$ cat config.mk
export PLATFORM = sky130hd
export DESIGN_NAME = sifhTop
export DESIGN_NICKNAME = d
export VERILOG_FILES = /design/src/sifhPkg.sv /design/src/histBuilder.sv /design/src/histSram.sv /design/src/peakFinder.sv /design/src/sifhCtrl.sv /design/src/sifhTop.sv
export SDC_FILE = /design/constraint.sdc
export NUM_CORES = 1
export LEC_CHECK = 0
export ABC_CLOCK_PERIOD_IN_PS = 5800
export BUFFER_PORTS_ARGS = -buffer_cell sky130_fd_sc_hd__buf_2
export CAP_MARGIN = 10
export CELL_PAD_IN_SITES_DETAIL_PLACEMENT = 2
export CELL_PAD_IN_SITES_GLOBAL_PLACEMENT = 2
export CORE_AREA = 2 2 169 171
export CTS_CLUSTER_SIZE = 20
export DETAILED_ROUTE_END_ITERATION = 16
export DIE_AREA = 0 0 171 173
export PLACE_DENSITY_LB_ADDON = 0.1
export SETUP_SLACK_MARGIN = 0.02
export SYNTH_ARGS = -nofsm -noshare
export SYNTH_HDL_FRONTEND = slang
export SYNTH_SLANG_ARGS = --single-unit
export TNS_END_PERCENT = 1
$ cat constraint.sdc
create_clock -name clk -period 5.8 [get_ports clk]
set_clock_uncertainty 0.05 [all_clocks]
set_input_delay 1.74 -clock clk [delete_from_list [all_inputs] [get_ports clk]]
set_output_delay 1.74 -clock clk [all_outputs]
set_load 0.1 [all_outputs]
$ cat src/sifhPkg.sv
`default_nettype none

package sifhPkg;

    // TDC side
    localparam int tsWidth = 12;          // timestamp width from the TDC

    // histogram geometry
    localparam int binBits = 5;           // coarse and fine bin index
    localparam int binNum = 32;           // bins per histogram, also SRAM depth
    localparam int countWidth = 7;        // one bin count
    localparam int countMax = 127;        // bins stick here

    // pass length
    localparam int hitsPerPass = 256;     // accepted strobes per pass
    localparam int hitCntWidth = $clog2(hitsPerPass);

    // timestamp fields, both binBits wide
    localparam int coarseLsb = 7;         // bits 11..7
    localparam int fineLsb = 2;           // bits 6..2

    // one strobe into the bin incrementer
    typedef struct packed {
        logic [binBits-1:0] bin;
        logic valid;
    } hitT;

    // one SRAM write request
    typedef struct packed {
        logic [binBits-1:0] addr;
        logic we;
        logic [countWidth-1:0] count;
    } memReqT;

    // result of one scan
    typedef struct packed {
        logic [binBits-1:0] bin;
        logic [countWidth-1:0] count;
    } peakT;

    // which histogram is being built
    typedef enum bit {
        passCoarse,
        passFine
    } passT;

endpackage

`default_nettype wire

$ cat src/histBuilder.sv
`timescale 1ns/1ps
`default_nettype none

module histBuilder (
    input wire clk,
    input wire res,
    input wire sifhPkg::hitT hit,                     // strobe from the controller
    output logic [sifhPkg::binBits-1:0] rdAddr,       // read issued with the strobe
    input wire [sifhPkg::countWidth-1:0] rdCount,     // count of the stage one bin
    output sifhPkg::memReqT wr                        // write at +2
);
    import sifhPkg::*;

    hitT s1;                               // hit waiting for its read data
    memReqT s2;                            // incremented count, written this cycle
    logic fwd;                             // s2 still owes the bin that s1 read
    logic [countWidth-1:0] base;           // count before the increment
    logic [countWidth-1:0] nextCount;      // count after increment and clamp

    // read goes out in the strobe cycle, the SRAM registers it
    assign rdAddr = hit.bin;

    // back-to-back hits to one bin
    // the SRAM has not seen s2 yet, so take its count instead
    assign fwd = s2.we && (s2.addr == s1.bin);
    assign base = fwd ? s2.count : rdCount;

    assign nextCount = (base == countWidth'(countMax)) ? base : base + 1'b1;   // saturate

    assign wr = s2;

    always_ff @(posedge clk or negedge res) begin
        if (!res) begin
            s1 <= '0;
            s2 <= '0;
        end else begin
            s1 <= hit;
            s2.addr <= s1.bin;
            s2.we <= s1.valid;     // gated hits pass through as bubbles
            s2.count <= nextCount;
        end
    end

    // every write is at least one hit and never past saturation
    assert property (@(posedge clk) disable iff (!res)
        wr.we |-> (wr.count != '0) && (wr.count <= countWidth'(countMax)));

    // a forwarded bin never loses counts on its next write
    assert property (@(posedge clk) disable iff (!res)
        (s1.valid && fwd) |=> (wr.count >= $past(wr.count)));

endmodule

`default_nettype wire

$ cat src/histSram.sv
`timescale 1ns/1ps
`default_nettype none

module histSram (
    input wire clk,
    input wire sifhPkg::memReqT wr,                   // write port
    input wire [sifhPkg::binBits-1:0] rdAddr,         // read port
    output logic [sifhPkg::countWidth-1:0] rdCount    // valid one cycle after rdAddr
);
    import sifhPkg::*;

    logic [countWidth-1:0] mem [binNum];   // contents cleared by the controller
    logic rdHitsWr;                         // same address read and written

    assign rdHitsWr = wr.we && (wr.addr == rdAddr);

    always_ff @(posedge clk) begin
        if (wr.we) begin
            mem[wr.addr] <= wr.count;
        end
        // write-first, so a hit two cycles behind its twin sees the new count
        if (rdHitsWr) begin
            rdCount <= wr.count;
        end else begin
            rdCount <= mem[rdAddr];
        end
    end

endmodule

`default_nettype wire

$ cat src/peakFinder.sv
`timescale 1ns/1ps
`default_nettype none

module peakFinder (
    input wire clk,
    input wire res,
    input wire start,                                 // one cycle, first scan cycle
    output logic [sifhPkg::binBits-1:0] rdAddr,
    input wire [sifhPkg::countWidth-1:0] rdCount,
    output logic scanDone,                            // peak is final
    output sifhPkg::peakT peak
);
    import sifhPkg::*;

    logic busy;                    // reads 1..binNum-1 going out
    logic cmpValid;                // rdCount belongs to this scan
    logic [binBits-1:0] cmpBin;    // bin of rdCount
    logic lastRead;

    // rdAddr idles at zero so bin 0 is read in the start cycle
    assign lastRead = busy && (rdAddr == binBits'(binNum - 1));

    always_ff @(posedge clk or negedge res) begin
        if (!res) begin
            rdAddr <= '0;
            busy <= 1'b0;
            cmpValid <= 1'b0;
            cmpBin <= '0;
            scanDone <= 1'b0;
            peak <= '0;
        end else begin
            scanDone <= 1'b0;
            cmpValid <= start || busy;     // a read went out this cycle
            cmpBin <= rdAddr;
            if (start) begin
                busy <= 1'b1;
                rdAddr <= binBits'(1);
                peak <= '0;                // fresh maximum each scan
            end else if (busy) begin
                if (lastRead) begin
                    busy <= 1'b0;
                    rdAddr <= '0;
                end else begin
                    rdAddr <= rdAddr + 1'b1;
                end
            end
            // strictly greater, so on a tie the lowest bin stays
            if (cmpValid && !start && (rdCount > peak.count)) begin
                peak.bin <= cmpBin;
                peak.count <= rdCount;
            end
            // last data word compared this cycle
            if (cmpValid && !busy && !start) begin
                scanDone <= 1'b1;
            end
        end
    end

    assert property (@(posedge clk) disable iff (!res) scanDone |=> !scanDone);

endmodule

`default_nettype wire

$ cat src/sifhCtrl.sv
`timescale 1ns/1ps
`default_nettype none

module sifhCtrl (
    input wire clk,
    input wire res,
    input wire tdcValid,                              // plain strobe
    input wire [sifhPkg::tsWidth-1:0] tdcData,
    output logic ready,                               // TDC may send
    output logic done,                                // one cycle, with finePeak
    output sifhPkg::hitT hit,                         // to the builder
    input wire [sifhPkg::binBits-1:0] bldRdAddr,
    input wire sifhPkg::memReqT bldWr,
    input wire [sifhPkg::binBits-1:0] finRdAddr,
    output sifhPkg::memReqT memWr,                    // SRAM write port
    output logic [sifhPkg::binBits-1:0] memRdAddr,    // SRAM read port
    output logic scanStart,
    input wire scanDone,
    input wire sifhPkg::peakT scanPeak,
    output sifhPkg::peakT coarsePeak,
    output sifhPkg::peakT finePeak,
    output sifhPkg::passT pass
);
    import sifhPkg::*;

    typedef enum logic [1:0] {
        sClear,    // zero every bin
        sBuild,    // accept strobes
        sDrain,    // builder pipeline empties
        sScan      // peak search
    } stateT;

    stateT state;
    logic [binBits-1:0] clrCnt;        // bin being zeroed
    logic [hitCntWidth-1:0] hitCnt;    // accepted strobes this pass
    logic drainCnt;
    peakT coarseReg;                   // coarse result, gates the fine pass
    logic accept;
    logic inWindow;
    logic [binBits-1:0] coarseField;
    logic [binBits-1:0] fineField;

    assign accept = tdcValid && ready;
    assign coarseField = tdcData[coarseLsb +: binBits];
    assign fineField = tdcData[fineLsb +: binBits];

    // fine pass keeps only hits under the coarse peak
    assign inWindow = (pass == passCoarse) || (coarseField == coarseReg.bin);
    assign hit.valid = accept && inWindow;      // outside hits still count below
    assign hit.bin = (pass == passCoarse) ? coarseField : fineField;

    // SRAM port owner by phase
    always_comb begin
        memWr = '0;
        memRdAddr = bldRdAddr;
        unique case (state)
            sClear: begin
                memWr.addr = clrCnt;
                memWr.we = 1'b1;       // count stays zero
            end
            sBuild, sDrain: memWr = bldWr;
            sScan: memRdAddr = finRdAddr;
            default: memWr = '0;
        endcase
    end

    always_ff @(posedge clk or negedge res) begin
        if (!res) begin
            state <= sClear;
            pass <= passCoarse;
            clrCnt <= '0;
            hitCnt <= '0;
            drainCnt <= 1'b0;
            ready <= 1'b0;
            done <= 1'b0;
            scanStart <= 1'b0;
            coarseReg <= '0;
            coarsePeak <= '0;
            finePeak <= '0;
        end else begin
            done <= 1'b0;
            scanStart <= 1'b0;
            unique case (state)
                sClear: begin
                    clrCnt <= clrCnt + 1'b1;   // wraps back to 0
                    if (clrCnt == binBits'(binNum - 1)) begin
                        state <= sBuild;
                        ready <= 1'b1;          // cycle after the last zero write
                        hitCnt <= '0;
                    end
                end
                sBuild: begin
                    if (accept) begin
                        hitCnt <= hitCnt + 1'b1;
                        if (hitCnt == hitCntWidth'(hitsPerPass - 1)) begin
                            ready <= 1'b0;
                            state <= sDrain;
                            drainCnt <= 1'b0;
                        end
                    end
                end
                sDrain: begin
                    drainCnt <= 1'b1;
                    if (drainCnt) begin        // last write landed
                        state <= sScan;
                        scanStart <= 1'b1;
                    end
                end
                sScan: begin
                    if (scanDone) begin
                        state <= sClear;
                        if (pass == passCoarse) begin
                            coarseReg <= scanPeak;
                            pass <= passFine;
                        end else begin
                            // both outputs move together with done
                            coarsePeak <= coarseReg;
                            finePeak <= scanPeak;
                            done <= 1'b1;
                            pass <= passCoarse;
                        end
                    end
                end
                default: state <= sClear;
            endcase
        end
    end

    assert property (@(posedge clk) disable iff (!res)
        ((state == sClear) || (state == sScan)) |-> !ready);

endmodule

`default_nettype wire

$ cat src/sifhTop.sv
`timescale 1ns/1ps
`default_nettype none

module sifhTop (
    input wire clk,
    input wire res,
    input wire tdcValid,
    input wire [sifhPkg::tsWidth-1:0] tdcData,
    output logic ready,
    output logic done,
    output sifhPkg::peakT coarsePeak,
    output sifhPkg::peakT finePeak,
    output sifhPkg::passT pass                        // current pass, for the testbench
);
    import sifhPkg::*;

    hitT hit;
    logic [binBits-1:0] bldRdAddr;
    memReqT bldWr;
    logic [binBits-1:0] finRdAddr;
    memReqT memWr;
    logic [binBits-1:0] memRdAddr;
    logic [countWidth-1:0] rdCount;    // shared by builder and finder
    logic scanStart;
    logic scanDone;
    peakT scanPeak;

    sifhCtrl sifhCtrl_i (
        .clk(clk),
        .res(res),
        .tdcValid(tdcValid),
        .tdcData(tdcData),
        .ready(ready),
        .done(done),
        .hit(hit),
        .bldRdAddr(bldRdAddr),
        .bldWr(bldWr),
        .finRdAddr(finRdAddr),
        .memWr(memWr),
        .memRdAddr(memRdAddr),
        .scanStart(scanStart),
        .scanDone(scanDone),
        .scanPeak(scanPeak),
        .coarsePeak(coarsePeak),
        .finePeak(finePeak),
        .pass(pass)
    );

    histBuilder histBuilder_i (
        .clk(clk),
        .res(res),
        .hit(hit),
        .rdAddr(bldRdAddr),
        .rdCount(rdCount),
        .wr(bldWr)
    );

    peakFinder peakFinder_i (
        .clk(clk),
        .res(res),
        .start(scanStart),
        .rdAddr(finRdAddr),
        .rdCount(rdCount),
        .scanDone(scanDone),
        .peak(scanPeak)
    );

    histSram histSram_i (
        .clk(clk),
        .wr(memWr),
        .rdAddr(memRdAddr),
        .rdCount(rdCount)
    );

endmodule

`default_nettype wire

==> impl_metrics.toml, run 1 <==
[clock_network]
path_clk_slew_ns = 0.06
cts_hold_buf = 0
worstSkewPairLatency_ns = 0.53
numCtsBuffers = 36
cts-root-buf = "clkbuf_16"
ctsHtreeMaxLevel = 2
post_cts_buffers = 0
cts.sinks = 329
tritoncts = "done"
cts.repair.resized = 0
clockBufferDepth = 3

[route]
viasPerCell = 5.964
vias = 8033
wl_um = 38590
drtIter0Drc = 682
drtPass1Iterations = 5
drc = 0
wl_met3_um = 1660
top_layer = "met4"
ant_nets = 0
post_drt_wl_per_cell_um = 28.65
wl_met1_um = 15640
wl_met2_um = 19830

[sta]
final.setup.tns_ns = 0
clock.fmax_ghz = 0.2049
setup_slack_ns = 0.9203
whs_ns = 0.3163
period_share_pct = 84.13
finalCriticalPeriod_ns = 4.880
slew_headroom_pct = 21.48
rsz0062_at_grt = "no"
tightest_slew_ns = 1.174
slew_viol_final = 0
hold_viol_final = 0
setup_viol = 0

[finish]
antenna_cells = 0
stdcell_count = 1347
finalNetCount = 974
area_growth_pct = 13.00
final_cell_mix = "edfxtp_1 (224), dfrtp_1 (100), nand2_1 (68)"
final_common_cell = "edfxtp_1"
drive_gt1_share_pct = 20.54
fillers = 2494

[worst_setup_path]
critical-path-top-delay-family = "compound AO/OA/AOI/OAI gates"
critPathMostFrequentCell = "a221oi_1"
arrival_ns = 5.22
start_kind = "register"
cpMaxStageDelayCell = "dfxtp_1"
crit_buf_inv = 2
crit_path_end_kind = "register"
cp_data_required_time_ns = 6.14
path_class = "reg2reg"
critPathMaxStageDelay_ns = 0.86
path_max_fanout = 15
crit_chain = "and2_1 -> a221oi_1 -> a221oi_1 -> o32a_1 -> inv_1 -> ha_1 -> nand4_1 -> o211ai_1 -> a21oi_1 -> buf_4 -> mux2_2"

[pwr]
peakVddDrop_mv = 0.4014
p_comb_share_pct = 39.0
pwr-share-seq_pct = 38.0
powerDensity_nw_per_um2 = 617.9
swShare_pct = 39.13
p_leak_nw = 5.900
internal-power_w = 0.005793
p_sw_w = 0.003724
power.clock.fraction_pct = 23.0

[synthesis]
synth.mux.area_fraction_pct = 13.36
synth_xor_area_share_pct = 0.9638
avgSynthCellArea_sq_um = 15.38
synth_fa_ha_area_share_pct = 1.560
syn-num-nets = 918
ys_types = 60
synth_top_family_by_area = "multiplexers"
synth-edff-count = 224
yosys_warnings = 0
synth_cells = 886
ys_seq_area_share_pct = 68.44
synth-seq-cells = 329
netlist_area_sq_um = 13630
ys.flop_type = "edfxtp_1"
postSynth.asyncResetShare_pct = 30.40
synth-compound-area-share_pct = 6.536
synthSimpleGateAreaFrac_pct = 6.618

[worst_hold_path]
hold_path_class = "reg2reg"

[placement]
placed_cells = 1278
numPortBuffers = 39
gp_congestion = 0.8383
preCtsSetupSlack_ns = 0.9520
dp_hpwl_um = 25210

[grt]
grt_max_degree = 66
grt_pass1_vias = 8996
grt_pass1_wl_um = 58350
grt_antenna_before_repair = 0
grt_usage_pct = 26.79
grt_overflow = 0

[die]
core_area_sq_um = 27630
io_pins = 42
row_count = 61
die_w_um = 171
initial_core_util_pct = 49.33
die_area_sq_um = 29580
die_h_um = 173

[status]
status = "finished, final reports clean"

[run]
maxCapViolCount = 0
[area by class of cell]
class | instances | area [sq um] | area share, %
Timing Repair Buffer | 58 | 430.4 | 2.794
Multi-Input combinational cell | 490 | 3958 | 25.69
Tap cell | 378 | 473.0 | 3.071
Clock inverter | 16 | 116.4 | 0.7555
Sequential cell | 329 | 9333 | 60.59
Inverter | 27 | 101.3 | 0.6580
Clock buffer | 49 | 991.0 | 6.434
[layer usage]
layer  GRT usage, %  up-vias
met5              0        -
met4          9.499        0
met3          4.028       66
met2          46.17      218
met1          34.48     4278
li1               -     3471
[synth_stat cells, types with 3 or more instances]
| library cell | number | area share (%) |
|---|---|---|
| a22oi_1 | 11 | 0.61 |
| buf_2 | 9 | 0.33 |
| or2_2 | 3 | 0.14 |
| a31oi_1 | 3 | 0.14 |
| and3_1 | 4 | 0.18 |
| dfxtp_1 | 5 | 0.73 |
| nor2_1 | 52 | 1.4 |
| ha_1 | 17 | 1.6 |
| nand2_1 | 68 | 1.9 |
| nand4_1 | 3 | 0.14 |
| mux2_2 | 49 | 4.0 |
| edfxtp_1 | 224 | 49 |
| o32a_1 | 4 | 0.29 |
| nor3_1 | 10 | 0.37 |
| o21ai_0 | 32 | 1.2 |
| a21oi_1 | 13 | 0.48 |
| a21o_1 | 4 | 0.22 |
| a22o_1 | 4 | 0.26 |
| inv_1 | 27 | 0.74 |
| buf_1 | 4 | 0.11 |
| a221oi_1 | 19 | 1.2 |
| mux4_2 | 29 | 4.8 |
| xor2_1 | 10 | 0.64 |
| o211ai_1 | 6 | 0.33 |
| a211oi_1 | 3 | 0.17 |
| dfrtp_1 | 100 | 18 |
| o21a_1 | 6 | 0.33 |
| xnor2_1 | 5 | 0.32 |
| mux2i_1 | 60 | 4.4 |
| nor2b_1 | 12 | 0.55 |
| nand3_1 | 16 | 0.59 |
| buf_6 | 4 | 0.33 |
| clkbuf_1 | 18 | 0.50 |
| and2_1 | 11 | 0.50 |
| nand2b_1 | 7 | 0.32 |
[cell families after synthesis]
logic type	after synthesis
mux	139
fa+ha+maj	17
compound gates	124
flops	329
buf+inv	67
simple gates	195
xor+xnor	15
[metrics by stage]
stage | cell area (sq um) | util, % | power, W
2_1_floorplan | 13630 | - | 0.005935
3_3_place_gp | 14190 | 51.35 | 0.006853
3_5_place_dp | 14190 | 51.35 | 0.007180
4_1_cts | 15290 | 55.36 | 0.009423
5_1_grt | 15400 | 55.75 | 0.009938
6_report | 15400 | 55.75 | 0.009517
[power groups by stage]
stage	clock network, W	registers (W)	logic (W)
2_1_floorplan	0	0.00366	0.00227
3_3_place_gp	0	0.00362	0.00323
3_5_place_dp	0	0.00368	0.00350
4_1_cts	0.00221	0.00364	0.00357
5_1_grt	0.00230	0.00367	0.00397
6_report	0.00219	0.00362	0.00371
[registers in the layout (all words and copies together) (netlist names), 2 cells and up, named ones only]
signal / count
histSram_i.mem: 224
sifhCtrl_i.coarsePeak: 12
sifhCtrl_i.state: 2
histBuilder_i.s1: 6
peakFinder_i.peak: 12
sifhCtrl_i.finePeak: 12
histBuilder_i.wr: 13
sifhCtrl_i.coarseReg: 12
peakFinder_i.rdAddr: 5
peakFinder_i.cmpBin: 5
sifhCtrl_i.clrCnt: 5
sifhCtrl_i.hitCnt: 8
[final timing paths]
path | startpoint | end | slack, ns | cells after the start
max in group asynchronous | res | sifhCtrl_i.hitCnt[7]$_DFFE_PN0P_ | 3.41 | 2
worst max register to register | register | peakFinder_i.peak[9]$_DFFE_PN0P_ | 0.92 | 11
worst min register to register | histBuilder_i.s1[0]$_DFF_PN0_ | histBuilder_i.wr[7]$_DFF_PN0_ | 0.32 | 0
worst min-delay path | histBuilder_i.s1[0]$_DFF_PN0_ | histBuilder_i.wr[7]$_DFF_PN0_ | 0.32 | 0
min in group asynchronous | res | sifhCtrl_i.finePeak[2]$_DFFE_PN0P_ | 1.28 | 1
worst max-delay path | register | peakFinder_i.peak[9]$_DFFE_PN0P_ | 0.92 | 11
Power figures use the tool's default switching activity.
==> run 2, diff against run 1 <==
ABC_CLOCK_PERIOD_IN_PS = 4000   (was 5800)
CORE_AREA = 2 2 184 186   (was 2 2 169 171)
DIE_AREA = 0 0 186 188   (was 0 0 171 173)
clock period = 4 ns   (was 5.8 ns; I/O delays follow)
==> impl_metrics.toml, run 2 (synthesized netlist as in run 1, its figures left out) <==
[sta]
setup_slack_ns = 0.2415
slew_viol_final = 0
finalCriticalPeriod_ns = 3.759
setup_viol = 0
tightest_slew_ns = 1.161
period_share_pct = 93.96
hold_viol_final = 0
rsz0062_at_grt = "no"
clock.fmax_ghz = 0.2661
slew_headroom_pct = 22.61
whs_ns = 0.3194
final.setup.tns_ns = 0

[grt]
grt_antenna_before_repair = 0
top_usage_layer = "met2"
grt_pass1_wl_um = 56260
grt_use_met2_pct = 37.47
grt_overflow = 0
gr-usage-met3_pct = 3.360
grt_max_degree = 83
grt_usage_pct = 21.71
grt_pass1_vias = 8930
grt_use_met1_pct = 27.66

[pwr]
pwr-share-seq_pct = 36.7
powerDensity_nw_per_um2 = 883.0
p_comb_share_pct = 39.5
peakVddDrop_mv = 0.3973
power.clock.fraction_pct = 23.9
p_leak_nw = 6.143
internal-power_w = 0.008776
swShare_pct = 37.36
p_sw_w = 0.005234

[finish]
final_common_cell = "edfxtp_1"
largestRegisters = "histSram_i.mem: 224 flops, histBuilder_i.wr: 13 flops"
stdcell_count = 1456
largest_register = "histSram_i.mem"
area_growth_pct = 16.40
final_cell_mix = "edfxtp_1 (224), dfrtp_1 (100), nand2_1 (67)"
postLayoutCoreUtil_pct = 47.92
finalNetCount = 1012
antenna_cells = 0
drive_gt1_share_pct = 24.40
fillers = 3111
largest_reg_flops = 224

[worst_setup_path]
critPathMostFrequentCell = "buf_4"
crit_buf_inv = 5
cp_data_required_time_ns = 4.33
critPathMaxStageDelay_ns = 0.55
start_kind = "register"
worstReg2RegEnd = "peakFinder_i.peak[5]$_DFFE_PN0P_"
arrival_ns = 4.09
path_class = "reg2reg"
r2r_cells = 15
crit_chain = "buf_4 -> and2_2 -> buf_4 -> a221oi_1 -> nor3_1 -> o32a_2 -> inv_1 -> ha_1 -> o21a_1 -> o21a_1 -> o21ai_0 -> a21oi_1 -> buf_4 -> buf_4 -> mux2i_1"
crit_path_end_kind = "register"
ff2ff_setup_slack_ns = 0.24
critical-path-top-delay-family = "compound AO/OA/AOI/OAI gates"
path_max_fanout = 11
cpMaxStageDelayCell = "a221oi_1"

[route]
ant_nets = 0
wl_um = 36560
viasPerCell = 5.467
drtPass1Iterations = 5
post_drt_wl_per_cell_um = 25.11
drc = 0
vias = 7960
drtIter0Drc = 358

[placement]
dp_hpwl_um = 25160
preCtsSetupSlack_ns = 0.08654
gp_congestion = 0.7952
numPortBuffers = 39
placed_cells = 1381

[die]
core_area_sq_um = 33110
initial_core_util_pct = 41.16
die_h_um = 188
die_w_um = 186
die_area_sq_um = 34970
row_count = 67
io_pins = 42

[clock_network]
ctsHtreeMaxLevel = 2
cts-root-buf = "clkbuf_16"
path_clk_slew_ns = 0.06
cts_hold_buf = 0
clockBufferDepth = 3
cts.sinks = 329
worstSkewPairLatency_ns = 0.53
tritoncts = "done"
numCtsBuffers = 37

[worst_hold_path]
hold_path_class = "reg2reg"
hold_start = "histBuilder_i.s1[0]$_DFF_PN0_"
worstHoldPathCells = 0
whs_endpoint = "histBuilder_i.wr[7]$_DFF_PN0_"

[status]
status = "finished, final reports clean"

[run]
maxCapViolCount = 0
run 2: cell types whose count changed in the layout (fill, tap and decap cells not counted), moves of 3 or more:
cell      delta
clkbuf_1     -3
buf_4       +35
clkinv_1     +3
buf_12       +5
clkbuf_8     +3
a221oi_2     +3
a221oi_1     -3
buf_16       -3
run 2: layer usage:
metal  up-vias  share of wire (%)
met5         -                  0
met1      4176                 42
met4         0                3.4
li1       3559                  -
met3        68                3.9
met2       157                 51
run 2: timing repair:
| item | 4_1_cts | 5_1_grt |
|---|---|---|
| buffers inserted | 0 | 8 |
| resized for setup | 0 | 9 |
| setup endpoints to repair | 0 | 11 |
| hold endpoints to repair | 0 | 0 |
run 2: worst max path at each step:
stage | from | slack (ns) | depth (start not counted) | endpoint
floorplan | register | 0.39 | 18 | peakFinder_i.peak[10]$_DFFE_PN0P_
global placement | register | 0.16 | 16 | peakFinder_i.peak[11]$_DFFE_PN0P_
detailed placement | register | 0.09 | 16 | peakFinder_i.peak[5]$_DFFE_PN0P_
CTS | register | 0.04 | 15 | peakFinder_i.peak[4]$_DFFE_PN0P_
global route | register | 0.01 | 16 | peakFinder_i.peak[4]$_DFFE_PN0P_
finish | register | 0.24 | 15 | peakFinder_i.peak[5]$_DFFE_PN0P_
run 2: layout make-up:
| cell class | instances | area, sq um | share of cell area, % |
|---|---|---|---|
| timing repair buffer | 95 | 690.7 | 4.353 |
| clock buffer | 51 | 1071 | 6.750 |
| clock inverter | 16 | 125.1 | 0.7886 |
| tap | 448 | 560.5 | 3.533 |
| inverter | 27 | 101.3 | 0.6387 |
| sequential | 329 | 9333 | 58.82 |
| multi-input combinational | 490 | 3985 | 25.12 |
run 2: through the flow:
| step | total power (W) | instance area [sq um] |
|---|---|---|
| final | 0.01401 | 15870 |
| after global routing | 0.01479 | 15870 |
| after CTS | 0.01411 | 15780 |
| after detailed placement | 0.01070 | 14590 |
| after global placement | 0.01032 | 14590 |
| after floorplan | 0.008606 | 13630 |
run 2: power by group through the flow:
| stage | logic (W) | registers (W) | clock network (W) |
|---|---|---|---|
| finish | 0.00553 | 0.00514 | 0.00334 |
| detailed placement | 0.00546 | 0.00523 | 0 |
| global placement | 0.00514 | 0.00517 | 0 |
| global route | 0.00604 | 0.00521 | 0.00354 |
| floorplan | 0.00330 | 0.00531 | 0 |
| CTS | 0.00550 | 0.00517 | 0.00343 |
run 2: worst reg2reg max path, stage by stage, from the launching register on:
cell	delay [ns]
dfxtp_1	0.38
buf_4	0.23
and2_2	0.26
buf_4	0.21
a221oi_1	0.55
nor3_1	0.13
o32a_2	0.47
inv_1	0.09
ha_1	0.25
o21a_1	0.13
o21a_1	0.16
o21ai_0	0.14
a21oi_1	0.11
buf_4	0.19
buf_4	0.16
mux2i_1	0.12
==> run 3, diff against run 2 <==
BUFFER_PORTS_ARGS = default   (was -buffer_cell sky130_fd_sc_hd__buf_2)
CAP_MARGIN = 0   (was 10)
DONT_BUFFER_PORTS = 1   (was default)
==> impl_metrics.toml, run 3 (synthesized netlist as in run 1, its figures left out) <==
[finish]
regArea_sq_um = 9333
largest_register = "histSram_i.mem"
final_common_cell = "edfxtp_1"
drive_gt1_share_pct = 20.06
multi_input_area_sq_um = 3979
finalNetCount = 966
final_cell_mix = "edfxtp_1 (224), dfrtp_1 (100), nand2_1 (67)"
largest_reg_flops = 224
postLayoutCoreUtil_pct = 46.91
largestRegisters = "histSram_i.mem: 224 flops, histBuilder_i.wr: 13 flops"
antenna_cells = 0
final_cell_area_sq_um = 15530
fillers = 3122
area_growth_pct = 13.96

[die]
die_h_um = 188
core_area_sq_um = 33110
die_area_sq_um = 34970
row_count = 67
io_pins = 42
die_w_um = 186
initial_core_util_pct = 41.16

[placement]
numPortBuffers = 0
gp_congestion = 0.8369
dpl_cell_area_sq_um = 14350
dp_hpwl_um = 24500

[sta]
whs_ns = 0.2930
clock.fmax_ghz = 0.2681
hold_viol_final = 0
period_share_pct = 93.24
tightest_slew_ns = 1.331
slew_headroom_pct = 11.28
slew_viol_final = 0
finalCriticalPeriod_ns = 3.730
setup_viol = 0
final.setup.tns_ns = 0
rsz0062_at_grt = "no"

[grt]
grt_antenna_before_repair = 0
grt_max_degree = 101
grt_pass1_wl_um = 55770
grt_overflow = 0
grt_usage_pct = 21.62
grt_pass1_vias = 8846

[worst_setup_path]
cp_data_required_time_ns = 4.34
start_kind = "register"
crit_path_end_kind = "register"
path_max_fanout = 9
path_class = "reg2reg"
arrival_ns = 4.07

[pwr]
peakVddDrop_mv = 0.3619
p_leak_nw = 5.868
powerDensity_nw_per_um2 = 890.5

[worst_hold_path]
hold_path_class = "reg2reg"
hold_start = "histBuilder_i.s1[0]$_DFF_PN0_"

[route]
ant_nets = 0
wl_um = 36050
vias = 7775
drc = 0
viasPerCell = 5.514
drtIter0Drc = 460
drtPass1Iterations = 4
post_drt_wl_per_cell_um = 25.57

[clock_network]
cts-root-buf = "clkbuf_16"
tritoncts = "done"
path_clk_slew_ns = 0.06
clockBufferDepth = 3
cts_hold_buf = 0
post_cts_buffers = 0
worstSkewPairLatency_ns = 0.53
ctsHtreeMaxLevel = 2
cts.sinks = 329
numCtsBuffers = 37

[run]
maxCapViolCount = 0

[status]
status = "finished, final reports clean"
## run 3: what timing repair did
item	CTS	global route
endpoints found under the hold margin	0	0
setup endpoints to repair	0	8
gates resized for setup	0	10
## run 3: routing by layer
layer,track usage (%),routed length [um],up-vias
met5,0,0,-
met4,6.451,1039,0
met3,3.069,1271,56
met2,37.56,18470,154
met1,28.03,15270,4105
li1,-,-,3460
## run 3: layout make-up
class / instances / area share (%)
clock buffers: 51 / 6.830
clock inverters: 16 / 0.6363
inverters: 27 / 0.6524
multi-input cells: 490 / 25.61
flip-flops and latches: 329 / 60.08
well taps: 448 / 3.609
repair buffers: 49 / 2.578
## run 3: worst paths after layout
check	endpoint	slack [ns]	cells after the start
hold reg to reg	histBuilder_i.wr[7]$_DFF_PN0_	0.29	0
hold / removal	histBuilder_i.wr[7]$_DFF_PN0_	0.29	0
max in group asynchronous	sifhCtrl_i.clrCnt[0]$_DFFE_PN0P_	3.39	0
setup reg to reg	peakFinder_i.peak[11]$_DFFE_PN0P_	0.27	13
setup / recovery	peakFinder_i.peak[11]$_DFFE_PN0P_	0.27	13
min in group asynchronous	histBuilder_i.wr[4]$_DFF_PN0_	0.33	0
## run 3: critical path, stage by stage, from the launching register on
cell	delay, ns
dfxtp_1	0.42
buf_4	0.23
mux4_2	0.52
o2111ai_1	0.46
and4_1	0.38
inv_1	0.10
ha_1	0.33
o21a_1	0.11
o21a_1	0.17
o21a_1	0.16
o21ai_1	0.15
a21oi_2	0.09
buf_6	0.15
mux2_2	0.28
## run 3: metrics by stage
| stage | worst slack [ns] | total power, W | std cells |
|---|---|---|---|
| 6_report | 0.2703 | 0.01383 | 1410 |
| 3_3_place_gp | 0.2449 | 0.01031 | 1343 |
| 3_5_place_dp | 0.1628 | 0.01065 | 1343 |
| 2_1_floorplan | 0.3937 | 0.008606 | 886 |
| 4_1_cts | 0.08569 | 0.01397 | 1410 |
| 5_1_grt | 0.07720 | 0.01461 | 1410 |
## run 3: report_power, final
| group | internal (W) | switching [W] | leakage, nW |
|---|---|---|---|
| Sequential | 0.00474 | 0.000659 | 3.38 |
| Clock | 0.00192 | 0.00133 | 0.567 |
| Combinational | 0.00197 | 0.00322 | 1.93 |
| Total | 0.00862 | 0.00521 | 5.87 |
